==> config.mk <==
export PLATFORM = sky130hd
export DESIGN_NAME = clk_divider_top
export DESIGN_NICKNAME = d
export VERILOG_FILES = /design/src/clk_div_pkg.sv /design/src/clk_divider_top.sv /design/src/wave_gen.sv /design/src/shadow_bank.sv /design/src/ratio_calc.sv
export VERILOG_INCLUDE_DIRS = /design/src
export SDC_FILE = /design/constraint.sdc
export NUM_CORES = 1
export LEC_CHECK = 0
export BUFFER_PORTS_ARGS = -buffer_cell sky130_fd_sc_hd__buf_2
export CAP_MARGIN = 20
export CORE_ASPECT_RATIO = 1.2
export CORE_MARGIN = 4
export CORE_UTILIZATION = 50
export CTS_BUF_LIST = sky130_fd_sc_hd__clkbuf_8
export CTS_CLUSTER_SIZE = 25
export DETAILED_ROUTE_END_ITERATION = 8
export PLACE_DENSITY = 0.65
export SLEW_MARGIN = 5
export SYNTH_ARGS = -nofsm -noshare
export SYNTH_HDL_FRONTEND = slang
export SYNTH_HIERARCHICAL = 1
export SYNTH_SLANG_ARGS = --single-unit
export TNS_END_PERCENT = 5
==> constraint.sdc <==
create_clock -name int_osc -period 10.1 [get_ports int_osc]
set_input_delay 1.515 -clock int_osc [delete_from_list [all_inputs] [get_ports int_osc]]
set_output_delay 1.515 -clock int_osc [all_outputs]
set_load 0.03 [all_outputs]
==> src/clk_div_params.svh <==
//----------------------------
// width and count macros for the clock-multiple generator
// CD_CH_W must hold the largest master period times 5
// CD_PROD_W must hold a channel period times full duty,
// it also sets the number of divider steps per channel
//----------------------------
`ifndef CLK_DIV_PARAMS_SVH
`define CLK_DIV_PARAMS_SVH

// master period input, in int_osc cycles
`define CD_MASTER_W 10

// duty input and its full-scale value (100 % high)
`define CD_DUTY_W 8
`define CD_DUTY_FULL 255

// output channels
`define CD_NUM_CH 4

// channel period and high time, 1023 * 5 fits in 13 bits
`define CD_CH_W 13

// period * duty product, 13 + 8 bits
`define CD_PROD_W 21

`endif
==> src/clk_div_pkg.sv <==
//----------------------------
// shared types for the clock-multiple generator
// ratio table order sets the bit order of wave_o
//----------------------------
`default_nettype none

`include "clk_div_params.svh"

package clk_div_pkg;

    // value types
    typedef logic [`CD_MASTER_W-1:0] master_t;
    typedef logic [`CD_DUTY_W-1:0]   duty_t;
    typedef logic [`CD_CH_W-1:0]     ch_time_t;
    typedef logic [1:0]              ch_idx_t;
    typedef logic [2:0]              ratio_t;

    // period multiple of each channel
    localparam ratio_t CH_RATIO [`CD_NUM_CH] = '{3'd1, 3'd2, 3'd3, 3'd5};

    // calculator FSM
    typedef enum logic [1:0] {
        CALC_LOAD,
        CALC_DIVIDE,
        CALC_WRITE,
        CALC_COMMIT
    } calc_state_t;

endpackage

`default_nettype wire

==> src/clk_divider_top.sv <==
//----------------------------
// clock-multiple generator top level
// wave_o[k] runs at ratio {1,2,3,5}[k] times the master period
// input changes take effect within 188 cycles
// master_period_i must be at least 2
//----------------------------
`default_nettype none

`include "clk_div_params.svh"

module clk_divider_top (
    input  wire logic                 int_osc,
    input  wire logic                 rst,
    input  wire clk_div_pkg::master_t master_period_i,
    input  wire clk_div_pkg::duty_t   duty_cycle_i,
    output logic [`CD_NUM_CH-1:0]     wave_o
);

    // calculator to bank
    logic                  wr_en;
    clk_div_pkg::ch_idx_t  wr_ch;
    clk_div_pkg::ch_time_t wr_period;
    clk_div_pkg::ch_time_t wr_high;
    logic                  commit;

    // bank to waveform counters
    clk_div_pkg::ch_time_t act_period [`CD_NUM_CH];
    clk_div_pkg::ch_time_t act_high [`CD_NUM_CH];
    logic                  update;

    ratio_calc i_calc (
        .int_osc         (int_osc),
        .rst             (rst),
        .master_period_i (master_period_i),
        .duty_cycle_i    (duty_cycle_i),
        .wr_en_o         (wr_en),
        .wr_ch_o         (wr_ch),
        .wr_period_o     (wr_period),
        .wr_high_o       (wr_high),
        .commit_o        (commit)
    );

    shadow_bank i_bank (
        .int_osc     (int_osc),
        .rst         (rst),
        .wr_en_i     (wr_en),
        .wr_ch_i     (wr_ch),
        .wr_period_i (wr_period),
        .wr_high_i   (wr_high),
        .commit_i    (commit),
        .period_o    (act_period),
        .high_o      (act_high),
        .update_o    (update)
    );

    wave_gen i_wave (
        .int_osc  (int_osc),
        .rst      (rst),
        .period_i (act_period),
        .high_i   (act_high),
        .update_i (update),
        .wave_o   (wave_o)
    );

endmodule

`default_nettype wire

==> src/wave_gen.sv <==
//----------------------------
// one period counter per channel
// all counters restart together on update_i
// output is high while the count is below the high time
//----------------------------
`default_nettype none

`include "clk_div_params.svh"

module wave_gen (
    input  wire logic                  int_osc,
    input  wire logic                  rst,
    input  wire clk_div_pkg::ch_time_t period_i [`CD_NUM_CH],
    input  wire clk_div_pkg::ch_time_t high_i [`CD_NUM_CH],
    input  wire logic                  update_i,
    output logic [`CD_NUM_CH-1:0]      wave_o
);

    for (genvar k = 0; k < `CD_NUM_CH; k++) begin : g_ch
        clk_div_pkg::ch_time_t cnt_q;
        clk_div_pkg::ch_time_t cnt_nxt;
        logic                  wave_q;

        // wrap after period - 1, restart on a new bank
        always_comb begin
            if (update_i) begin
                cnt_nxt = '0;
            end else if (cnt_q >= period_i[k] - 1'b1) begin
                cnt_nxt = '0;
            end else begin
                cnt_nxt = cnt_q + 1'b1;
            end
        end

        // compare on the next count so the level lines up with it
        always_ff @(posedge int_osc or posedge rst) begin
            if (rst) begin
                cnt_q  <= '0;
                wave_q <= 1'b0;
            end else begin
                cnt_q  <= cnt_nxt;
                wave_q <= (cnt_nxt < high_i[k]);
            end
        end

        assign wave_o[k] = wave_q;
    end

endmodule

`default_nettype wire

==> src/shadow_bank.sv <==
//----------------------------
// staging bank written one channel at a time,
// copied to the active bank on commit only when it differs
// active bank resets to period all ones and high time 0
//----------------------------
`default_nettype none

`include "clk_div_params.svh"

module shadow_bank (
    input  wire logic                  int_osc,
    input  wire logic                  rst,
    input  wire logic                  wr_en_i,
    input  wire clk_div_pkg::ch_idx_t  wr_ch_i,
    input  wire clk_div_pkg::ch_time_t wr_period_i,
    input  wire clk_div_pkg::ch_time_t wr_high_i,
    input  wire logic                  commit_i,
    output clk_div_pkg::ch_time_t      period_o [`CD_NUM_CH],
    output clk_div_pkg::ch_time_t      high_o [`CD_NUM_CH],
    output logic                       update_o
);

    clk_div_pkg::ch_time_t stage_period [`CD_NUM_CH];
    clk_div_pkg::ch_time_t stage_high [`CD_NUM_CH];
    logic                  bank_diff;
    logic                  swap;

    // ---------------------------
    // staging bank
    // ---------------------------
    always_ff @(posedge int_osc) begin
        if (wr_en_i) begin
            stage_period[wr_ch_i] <= wr_period_i;
            stage_high[wr_ch_i]   <= wr_high_i;
        end
    end

    // any channel differing from what is running
    always_comb begin
        bank_diff = 1'b0;
        for (int k = 0; k < `CD_NUM_CH; k++) begin
            if ((stage_period[k] != period_o[k]) || (stage_high[k] != high_o[k])) begin
                bank_diff = 1'b1;
            end
        end
    end

    assign swap = commit_i && bank_diff;

    // ---------------------------
    // active bank
    // ---------------------------
    // an unchanged round leaves the running phase alone
    always_ff @(posedge int_osc or posedge rst) begin
        if (rst) begin
            update_o <= 1'b0;
            for (int k = 0; k < `CD_NUM_CH; k++) begin
                period_o[k] <= '1;
                high_o[k]   <= '0;
            end
        end else begin
            update_o <= swap;
            if (swap) begin
                for (int k = 0; k < `CD_NUM_CH; k++) begin
                    period_o[k] <= stage_period[k];
                    high_o[k]   <= stage_high[k];
                end
            end
        end
    end

endmodule

`default_nettype wire

==> src/ratio_calc.sv <==
//----------------------------
// computes period and high time of each channel in turn
// one round is 4 x (load + 21 divide + write) + commit = 93 cycles
// inputs are sampled once, on the load of channel 0
// master_period_i below 2 gives no usable waveform
//----------------------------
`default_nettype none

`include "clk_div_params.svh"

module ratio_calc (
    input  wire logic                 int_osc,
    input  wire logic                 rst,
    input  wire clk_div_pkg::master_t master_period_i,
    input  wire clk_div_pkg::duty_t   duty_cycle_i,
    output logic                      wr_en_o,
    output clk_div_pkg::ch_idx_t      wr_ch_o,
    output clk_div_pkg::ch_time_t     wr_period_o,
    output clk_div_pkg::ch_time_t     wr_high_o,
    output logic                      commit_o
);

    localparam int STEP_W = $clog2(`CD_PROD_W);
    localparam int REM_W  = `CD_DUTY_W + 1;

    // control state
    clk_div_pkg::calc_state_t state_q;
    clk_div_pkg::ch_idx_t     ch_q;
    logic [STEP_W-1:0]        step_q;

    // sampled inputs and datapath
    clk_div_pkg::master_t     master_q;
    clk_div_pkg::duty_t       duty_q;
    clk_div_pkg::master_t     master_sel;
    clk_div_pkg::duty_t       duty_sel;
    clk_div_pkg::ch_time_t    period_nxt;
    logic [`CD_PROD_W-1:0]    prod_nxt;
    clk_div_pkg::ch_time_t    period_q;
    logic [`CD_PROD_W-1:0]    quo_q;
    logic [`CD_DUTY_W-1:0]    rem_q;
    logic [REM_W-1:0]         rem_shift;
    logic [REM_W-1:0]         rem_sub;

    // ---------------------------
    // operand selection
    // ---------------------------
    // channel 0 opens the round and sees the live inputs
    always_comb begin
        if (ch_q == '0) begin
            master_sel = master_period_i;
            duty_sel   = duty_cycle_i;
        end else begin
            master_sel = master_q;
            duty_sel   = duty_q;
        end
        period_nxt = clk_div_pkg::ch_time_t'(master_sel)
                   * clk_div_pkg::ch_time_t'(clk_div_pkg::CH_RATIO[ch_q]);
        prod_nxt   = `CD_PROD_W'(period_nxt) * `CD_PROD_W'(duty_sel);
    end

    // one restoring step, next dividend bit shifted into the remainder
    assign rem_shift = {rem_q, quo_q[`CD_PROD_W-1]};
    assign rem_sub   = rem_shift - REM_W'(`CD_DUTY_FULL);

    // ---------------------------
    // datapath
    // ---------------------------
    always_ff @(posedge int_osc) begin
        case (state_q)
            clk_div_pkg::CALC_LOAD: begin
                if (ch_q == '0) begin
                    master_q <= master_period_i;
                    duty_q   <= duty_cycle_i;
                end
                period_q <= period_nxt;
                quo_q    <= prod_nxt;
                rem_q    <= '0;
            end
            clk_div_pkg::CALC_DIVIDE: begin
                if (rem_shift >= REM_W'(`CD_DUTY_FULL)) begin
                    rem_q <= rem_sub[`CD_DUTY_W-1:0];
                    quo_q <= {quo_q[`CD_PROD_W-2:0], 1'b1};
                end else begin
                    rem_q <= rem_shift[`CD_DUTY_W-1:0];
                    quo_q <= {quo_q[`CD_PROD_W-2:0], 1'b0};
                end
            end
            default: begin
            end
        endcase
    end

    // ---------------------------
    // sequencing FSM
    // ---------------------------
    always_ff @(posedge int_osc or posedge rst) begin
        if (rst) begin
            state_q <= clk_div_pkg::CALC_LOAD;
            ch_q    <= '0;
            step_q  <= '0;
        end else begin
            case (state_q)
                clk_div_pkg::CALC_LOAD: begin
                    step_q  <= '0;
                    state_q <= clk_div_pkg::CALC_DIVIDE;
                end
                clk_div_pkg::CALC_DIVIDE: begin
                    // one quotient bit per cycle, 21 cycles
                    if (step_q == STEP_W'(`CD_PROD_W - 1)) begin
                        state_q <= clk_div_pkg::CALC_WRITE;
                    end else begin
                        step_q <= step_q + 1'b1;
                    end
                end
                clk_div_pkg::CALC_WRITE: begin
                    if (ch_q == clk_div_pkg::ch_idx_t'(`CD_NUM_CH - 1)) begin
                        state_q <= clk_div_pkg::CALC_COMMIT;
                    end else begin
                        ch_q    <= ch_q + 1'b1;
                        state_q <= clk_div_pkg::CALC_LOAD;
                    end
                end
                default: begin
                    ch_q    <= '0;
                    state_q <= clk_div_pkg::CALC_LOAD;
                end
            endcase
        end
    end

    // quotient never exceeds the period, so its low bits hold it
    assign wr_en_o     = (state_q == clk_div_pkg::CALC_WRITE);
    assign wr_ch_o     = ch_q;
    assign wr_period_o = period_q;
    assign wr_high_o   = quo_q[`CD_CH_W-1:0];
    assign commit_o    = (state_q == clk_div_pkg::CALC_COMMIT);

endmodule

`default_nettype wire

After elaboration in Yosys (flattened, before gate mapping). Memory sizes are Yosys's and may differ from the RTL's. Index checks and enable logic that the tools add are counted.

Register bits after elaboration: 230. Memory bits (writable): 104. Bits of input ports: 20. Output and inout port bits: 4. Word-level logic and storage cells: 109. Memories kept: 2.

$add $sub $neg: 11. Multipliers: 2. $lt $le $gt $ge: 10. Equal/unequal tests: 16. Mux-type cells: 30. Bitwise logic cells: 2. Reduce and logical (&&, ||, !) cells: 11.

Memories: i_bank.stage_high (depth 4, bits a word 13, read ports 4, clocked after Yosys merged registers in 0, write ports 1, RTL line shadow_bank.sv:24) `` clk_div_pkg::ch_time_t stage_high [`CD_NUM_CH]; ``; i_bank.stage_period (depth 4, bits a word 13, read ports 4, clocked after Yosys merged registers in 0, write ports 1, RTL line shadow_bank.sv:23) `` clk_div_pkg::ch_time_t stage_period [`CD_NUM_CH]; ``.

Operators with widths (number): 2-to-1 mux 13 bit (8); != test 13 bit (8); adder 13 x 1 -> 13 bit (second input constant) (4); >= comparator 13 bit (4); less-than comparator 13 bit (4); subtractor 13 x 1 -> 13 bit (second input constant) (4); case mux 21 bit (2 select lines) (1); multiplier 13 x 8 -> 21 bit (1); 2-to-1 mux 8 bit (2); case mux 8 bit (2 select lines) (1); multiplier 10 x 3 -> 13 bit (1); 2-to-1 mux 10 bit (1); case mux 5 bit (2 select lines) (1); >= comparator 9 x 8 -> 1 bit (second input constant) (1); subtractor 8 bit (second input constant) (1); 2-to-1 mux 1 bit (7); binary-select mux 3 bit (select 2 bit) (1); equality test 2 bit (second input constant) (3); 2-to-1 mux 2 bit (3); 2-to-1 mux 3 bit (2); case mux 2 bit (3 select lines) (1); adder 5 x 1 -> 5 bit (second input constant) (1); equality test 5 bit (second input constant) (1); 2-to-1 mux 5 bit (1); 14 further kinds (20).

Logic depth before layout (Yosys ltp).
Depth after elaboration: 7. Gate-level depth with buffers: 32. Depth with buffers taken out: 29.

Hierarchy. The synthesis kept the hierarchy.

By module, submodules not included: shadow_bank (times used 1, cells an instance 470, area an instance 8231.6 µm², seq. area each 5815.6 µm²); ratio_calc (times used 1, cells an instance 768, area an instance 7215.7 µm², seq. area each 2026.9 µm²); wave_gen (times used 1, cells an instance 658, area an instance 5570.3 µm², seq. area each 1401.3 µm²).

Worst setup path before layout. OpenSTA, ideal clock, no wires.

Kind: input to register. Start: input port master_period_i[1]. End: register i_calc.quo_q[20] (data pin). Setup time: 0.255 ns. Data arrival time: 7.775 ns. Required time: 9.845 ns. Path slack: 2.069 ns. Stages on the path: 27. Path buffers: 1. Cell sequence: mux2_2 and2_1 fa_1 ha_1 inv_1 fa_1 nor2b_1 o21ai_0 a21oi_1 o41ai_2 xor2_2 or2_2 fa_1 inv_1 fa_1 fa_1 inv_1 fa_1 inv_1 ha_1 clkbuf_1 nand2_1 o21ai_0 a2111oi_4 o21ai_2 or4_1 and3_1.

Longest elaborated chain between the ends: 4.

Ends and longest elaborated chain: start: declaration (RTL line clk_divider_top.sv:14) `input wire clk_div_pkg::master_t master_period_i,`; 2-to-1 mux 10 bit; multiplier 10 x 3 -> 13 bit (RTL line ratio_calc.sv:57) `* clk_div_pkg::ch_time_t'(clk_div_pkg::CH_RATIO[ch_q]);`; multiplier 13 x 8 -> 21 bit (no source line); case mux 21 bit (2 select lines) (RTL line ratio_calc.sv:69) `case (state_q)`; end signal: assignment (RTL line ratio_calc.sv:76) `quo_q <= prod_nxt;`; end signal: assignment (RTL line ratio_calc.sv:82) `` quo_q <= {quo_q[`CD_PROD_W-2:0], 1'b1}; ``; end signal: assignment (RTL line ratio_calc.sv:85) `` quo_q <= {quo_q[`CD_PROD_W-2:0], 1'b0}; ``; end: declaration (RTL line ratio_calc.sv:39) `` logic [`CD_PROD_W-1:0] quo_q; ``.

No other way between the ends. A chain may end at the register's enable or synchronous reset.

Final worst setup path.
Start: register i_calc.ch_q[1] (netlist: i_calc/wr_ch_o[1]). End: register i_calc.quo_q[20] (data pin).

Elaborated cells on any way between the ends: 10. Classes of those cells: mul: 2; mux: 6; bitwise: 1; reduce/logical: 1.

RTL lines: start: declaration (RTL line ratio_calc.sv:28) `clk_div_pkg::ch_idx_t ch_q;`; start signal: assignment (RTL line ratio_calc.sv:119) `ch_q <= ch_q + 1'b1;`; zero test 2 bit (RTL line ratio_calc.sv:49) `if (ch_q == '0) begin`; 2-to-1 mux 10 bit; via i_calc.master_sel[1] (RTL line ratio_calc.sv:34) `clk_div_pkg::master_t master_sel;`; multiplier 10 x 3 -> 13 bit (RTL line ratio_calc.sv:57); via i_calc.period_nxt[8] (RTL line ratio_calc.sv:36) `clk_div_pkg::ch_time_t period_nxt;`; multiplier 13 x 8 -> 21 bit (no source line); case mux 21 bit (2 select lines) (RTL line ratio_calc.sv:69).

The timed path passes the listed nets, and every way through them passes these cells. The select of a mux whose other input is x is not followed.

==> impl_metrics.yaml <==
timing:
  clock.fmax_mhz: 116
  max_slew_margin_pct: 29.2
  fin_tns_setup_ns: 0
  drv_slew: 0
  hold_viol_final: 0
  finalCritPeriodShare_pct: 85.2
  rsz0062_at_grt: "false"
  worst_pin_slew_ns: 1.03
  clock_skew_ns: 0.0190
  period_minus_slack_ns: 8.60
  setup_viol: 0
clock_network:
  cts_tree: "yes"
  clock-sinks: 334
  cts_resized: 0
  cts.path.max_buffers: 3
  clk_latency_ns: 0.61
  h-tree-depth: 2
  numCtsBuffers: 55
  path_clk_slew_ns: 0.06
  post-cts-setup-buffers: 0
  cts_root_buffer: "clkbuf_8"
  cts_hold_buf: 0
worst_hold_path:
  hp-class: "register to register"
  hold_path_startpoint: "i_bank/stage_period[1][8]"
power_and_ir_drop:
  pwr-share-clk_pct: 45.3
  p_sw_share_pct: 21.8
  p_comb_share_pct: 0.7
  p_total_uw: 2630
  pwr-share-seq_pct: 53.9
  ir_worst_vdd_uv: 103
  leakagePower_uw: 0.0104
  p_switching_uw: 573
  p_int_uw: 2060
  power.density_nw_per_um2: 115
global_route:
  grt_max_degree: 82
  grt_overflow: 0
  globalRouteTotalUtil_pct: 22.1
  grtUsageMet2_pct: 41.8
  grt_pass1_vias: 14500
  grt_antenna_before_repair: 1
  met1_usage_pct: 26.5
  busiest_layer: "met2"
  grt_pass1_wl_um: 79200
  met3_usage_pct: 2.91
placed_design:
  port_buffers: 23
  dp.cells: 2431
  dp_hpwl_um: 37200
  place_congestion: 0.879
setup_path:
  critPathKind: "register to register"
  cp_max_fo: 18
  slowest_delay_ns: 0.81
  cp.required_ns: 10.46
  critPathArrivalTime_ns: 8.96
  endpoint_kind: "register"
  critPathLaunch: "i_calc/wr_ch_o[1]"
  reg2reg_from: "i_calc/wr_ch_o[1]"
  cpMaxStageDelayCell: "ha_1"
  start_kind: "register"
synthesis:
  seq_area_frac_synth_pct: 44.0
  synthTopCellsByArea: "edfxtp_1, dfrtp_1, ha_1"
  synth_common_cells: "inv_1, nor2_1, ha_1, edfxtp_1, nand2_1"
  syn_area_sq_um: 21000
  yosys_warnings: 6
  synth_fp_nets: 2158
  synth-edff-count: 164
  ys_async_sr_fraction_pct: 50.9
  synth_area_leader_cell: "edfxtp_1"
  synth.distinct_cells: 72
  ys_seq_elements: 334
  netlist_instances: 1896
  synthFlopType: "edfxtp_1"
  postSynthAreaPerCell_sq_um: 11.1
  yosysMostFrequentCell: "inv_1"
  synth.top_cell.area_share_pct: 23.4
layout:
  instances_no_fill: 2538
  nets: 2206
  syn2layout_area_growth_pct: 8.61
  fillCellCount: 3706
  drive_gt1_share_pct: 13.4
floorplan:
  design.die.area_sq_um: 45400
  dieWidth_um: 195
  start_util_pct: 50.5
  core_area_sq_um: 41700
  ioPinCount: 24
  rows: 82
  die_y_um: 233
routing:
  drt_wl_total_um: 49500
  drt-vias-per-instance: 5.50
  drtAntennaViolNets: 0
  vias: 14000
  drtIter0Drc: 756
  dr.pass1.iters: 5
  post_drt_wl_per_cell_um: 19.5
  drc: 0
outcome:
  status: "finished, final reports clean"
run:
  drv_cap: 0
worst max-delay path: cells and delay by family (launching register included):
| kind | cells | cell delay (ns) |
|---|---|---|
| DFF | 1 | 0.44 |
| buffers and inverters | 6 | 0.55 |
| adders and majority gates | 9 | 4.22 |
| and+or+nand+nor | 8 | 1.51 |
| muxes | 1 | 0.45 |
| xor gates and xnor gates | 1 | 0.44 |
| AOI/OAI and AO/OA | 4 | 0.73 |
cell families after synthesis:
kind of cell / after synthesis / synth area share, %
AND/OR/NAND/NOR: 537 / 12.2
flip-flops: 334 / 44.0
buffers and inverters: 243 / 4.83
adder cells (fa/ha/maj): 242 / 17.1
XOR/XNOR: 218 / 9.12
AO/OA/AOI/OAI: 199 / 6.28
multiplexers: 123 / 6.52
area by class of cell:
cell class              count  area, sq um  share of cell area, %
diodes                      1         2.50                 0.0110
clock buffers              68          936                   4.10
clock inverters            36          191                  0.839
inverters                 193          727                   3.18
multi-input cells        1319        10800                   47.2
flip-flops and latches    334         9240                   40.5
well taps                 546          683                   2.99
repair buffers             41          263                   1.15
per-layer routing:
metal  part of all wire (%)  vias up
met5                  0.022        -
met4                    2.3        2
met3                    3.6       85
met2                     53      255
met1                     41     6988
li1                       -     6634
power by group through the flow:
stage / sequential, uW / combinational [uW] / clock [uW]
2_1_floorplan: 1450 / 9.88 / 0
3_3_place_gp: 1450 / 19.9 / 0
3_5_place_dp: 1450 / 19.8 / 0
4_1_cts: 1420 / 19.8 / 1230
6_report: 1420 / 19.6 / 1190
5_1_grt: 1420 / 23.0 / 1290
registers in the layout, indices dropped and copies added (netlist names), 8 cells and up:
name	count
i_bank/high_o	52
i_bank/period_o	52
i_bank/stage_high	52
i_bank/stage_period	52
i_wave/g_ch.cnt_q	52
i_calc/quo_q	21
i_calc/wr_period_o	13
i_calc/master_q	10
i_calc/duty_q	8
i_calc/rem_q	8
final timing paths:
path	depth (start not counted)	slack (ns)	endpoint
max	29	1.50	i_calc/quo_q[20]
max reg2reg	29	1.50	i_calc/quo_q[20]
min in group asynchronous	2	0.92	i_bank/high_o[24]
max in group asynchronous	4	8.02	i_bank/period_o[0]
min	1	0.51	i_bank/period_o[34]
min reg2reg	1	0.51	i_bank/period_o[34]
cells in the final DEF (no fill, tap or decap), types with 68 or more instances in the layout:
cell | Yosys | layout
edfxtp_1 | 164 | 164
clkbuf_8 | 0 | 68
ha_1 | 167 | 167
dfrtp_1 | 118 | 118
fa_1 | 75 | 75
nor2_1 | 185 | 183
inv_1 | 190 | 206
xnor2_1 | 114 | 114
a21oi_1 | 70 | 70
xor2_1 | 103 | 103
nand2_1 | 132 | 132
per-stage QoR:
stage	utilization, %	cell area, sq um	worst slack (ns)	hold WS [ns]
finish	54.8	22800	1.50	0.508
global route	54.8	22800	0.925	0.525
CTS	54.7	22800	1.51	0.506
detailed placement	52.0	21700	1.48	0.497
global placement	52.0	21700	1.57	0.486
floorplan	-	21000	2.07	0.459
Power figures use the tool's default switching activity.
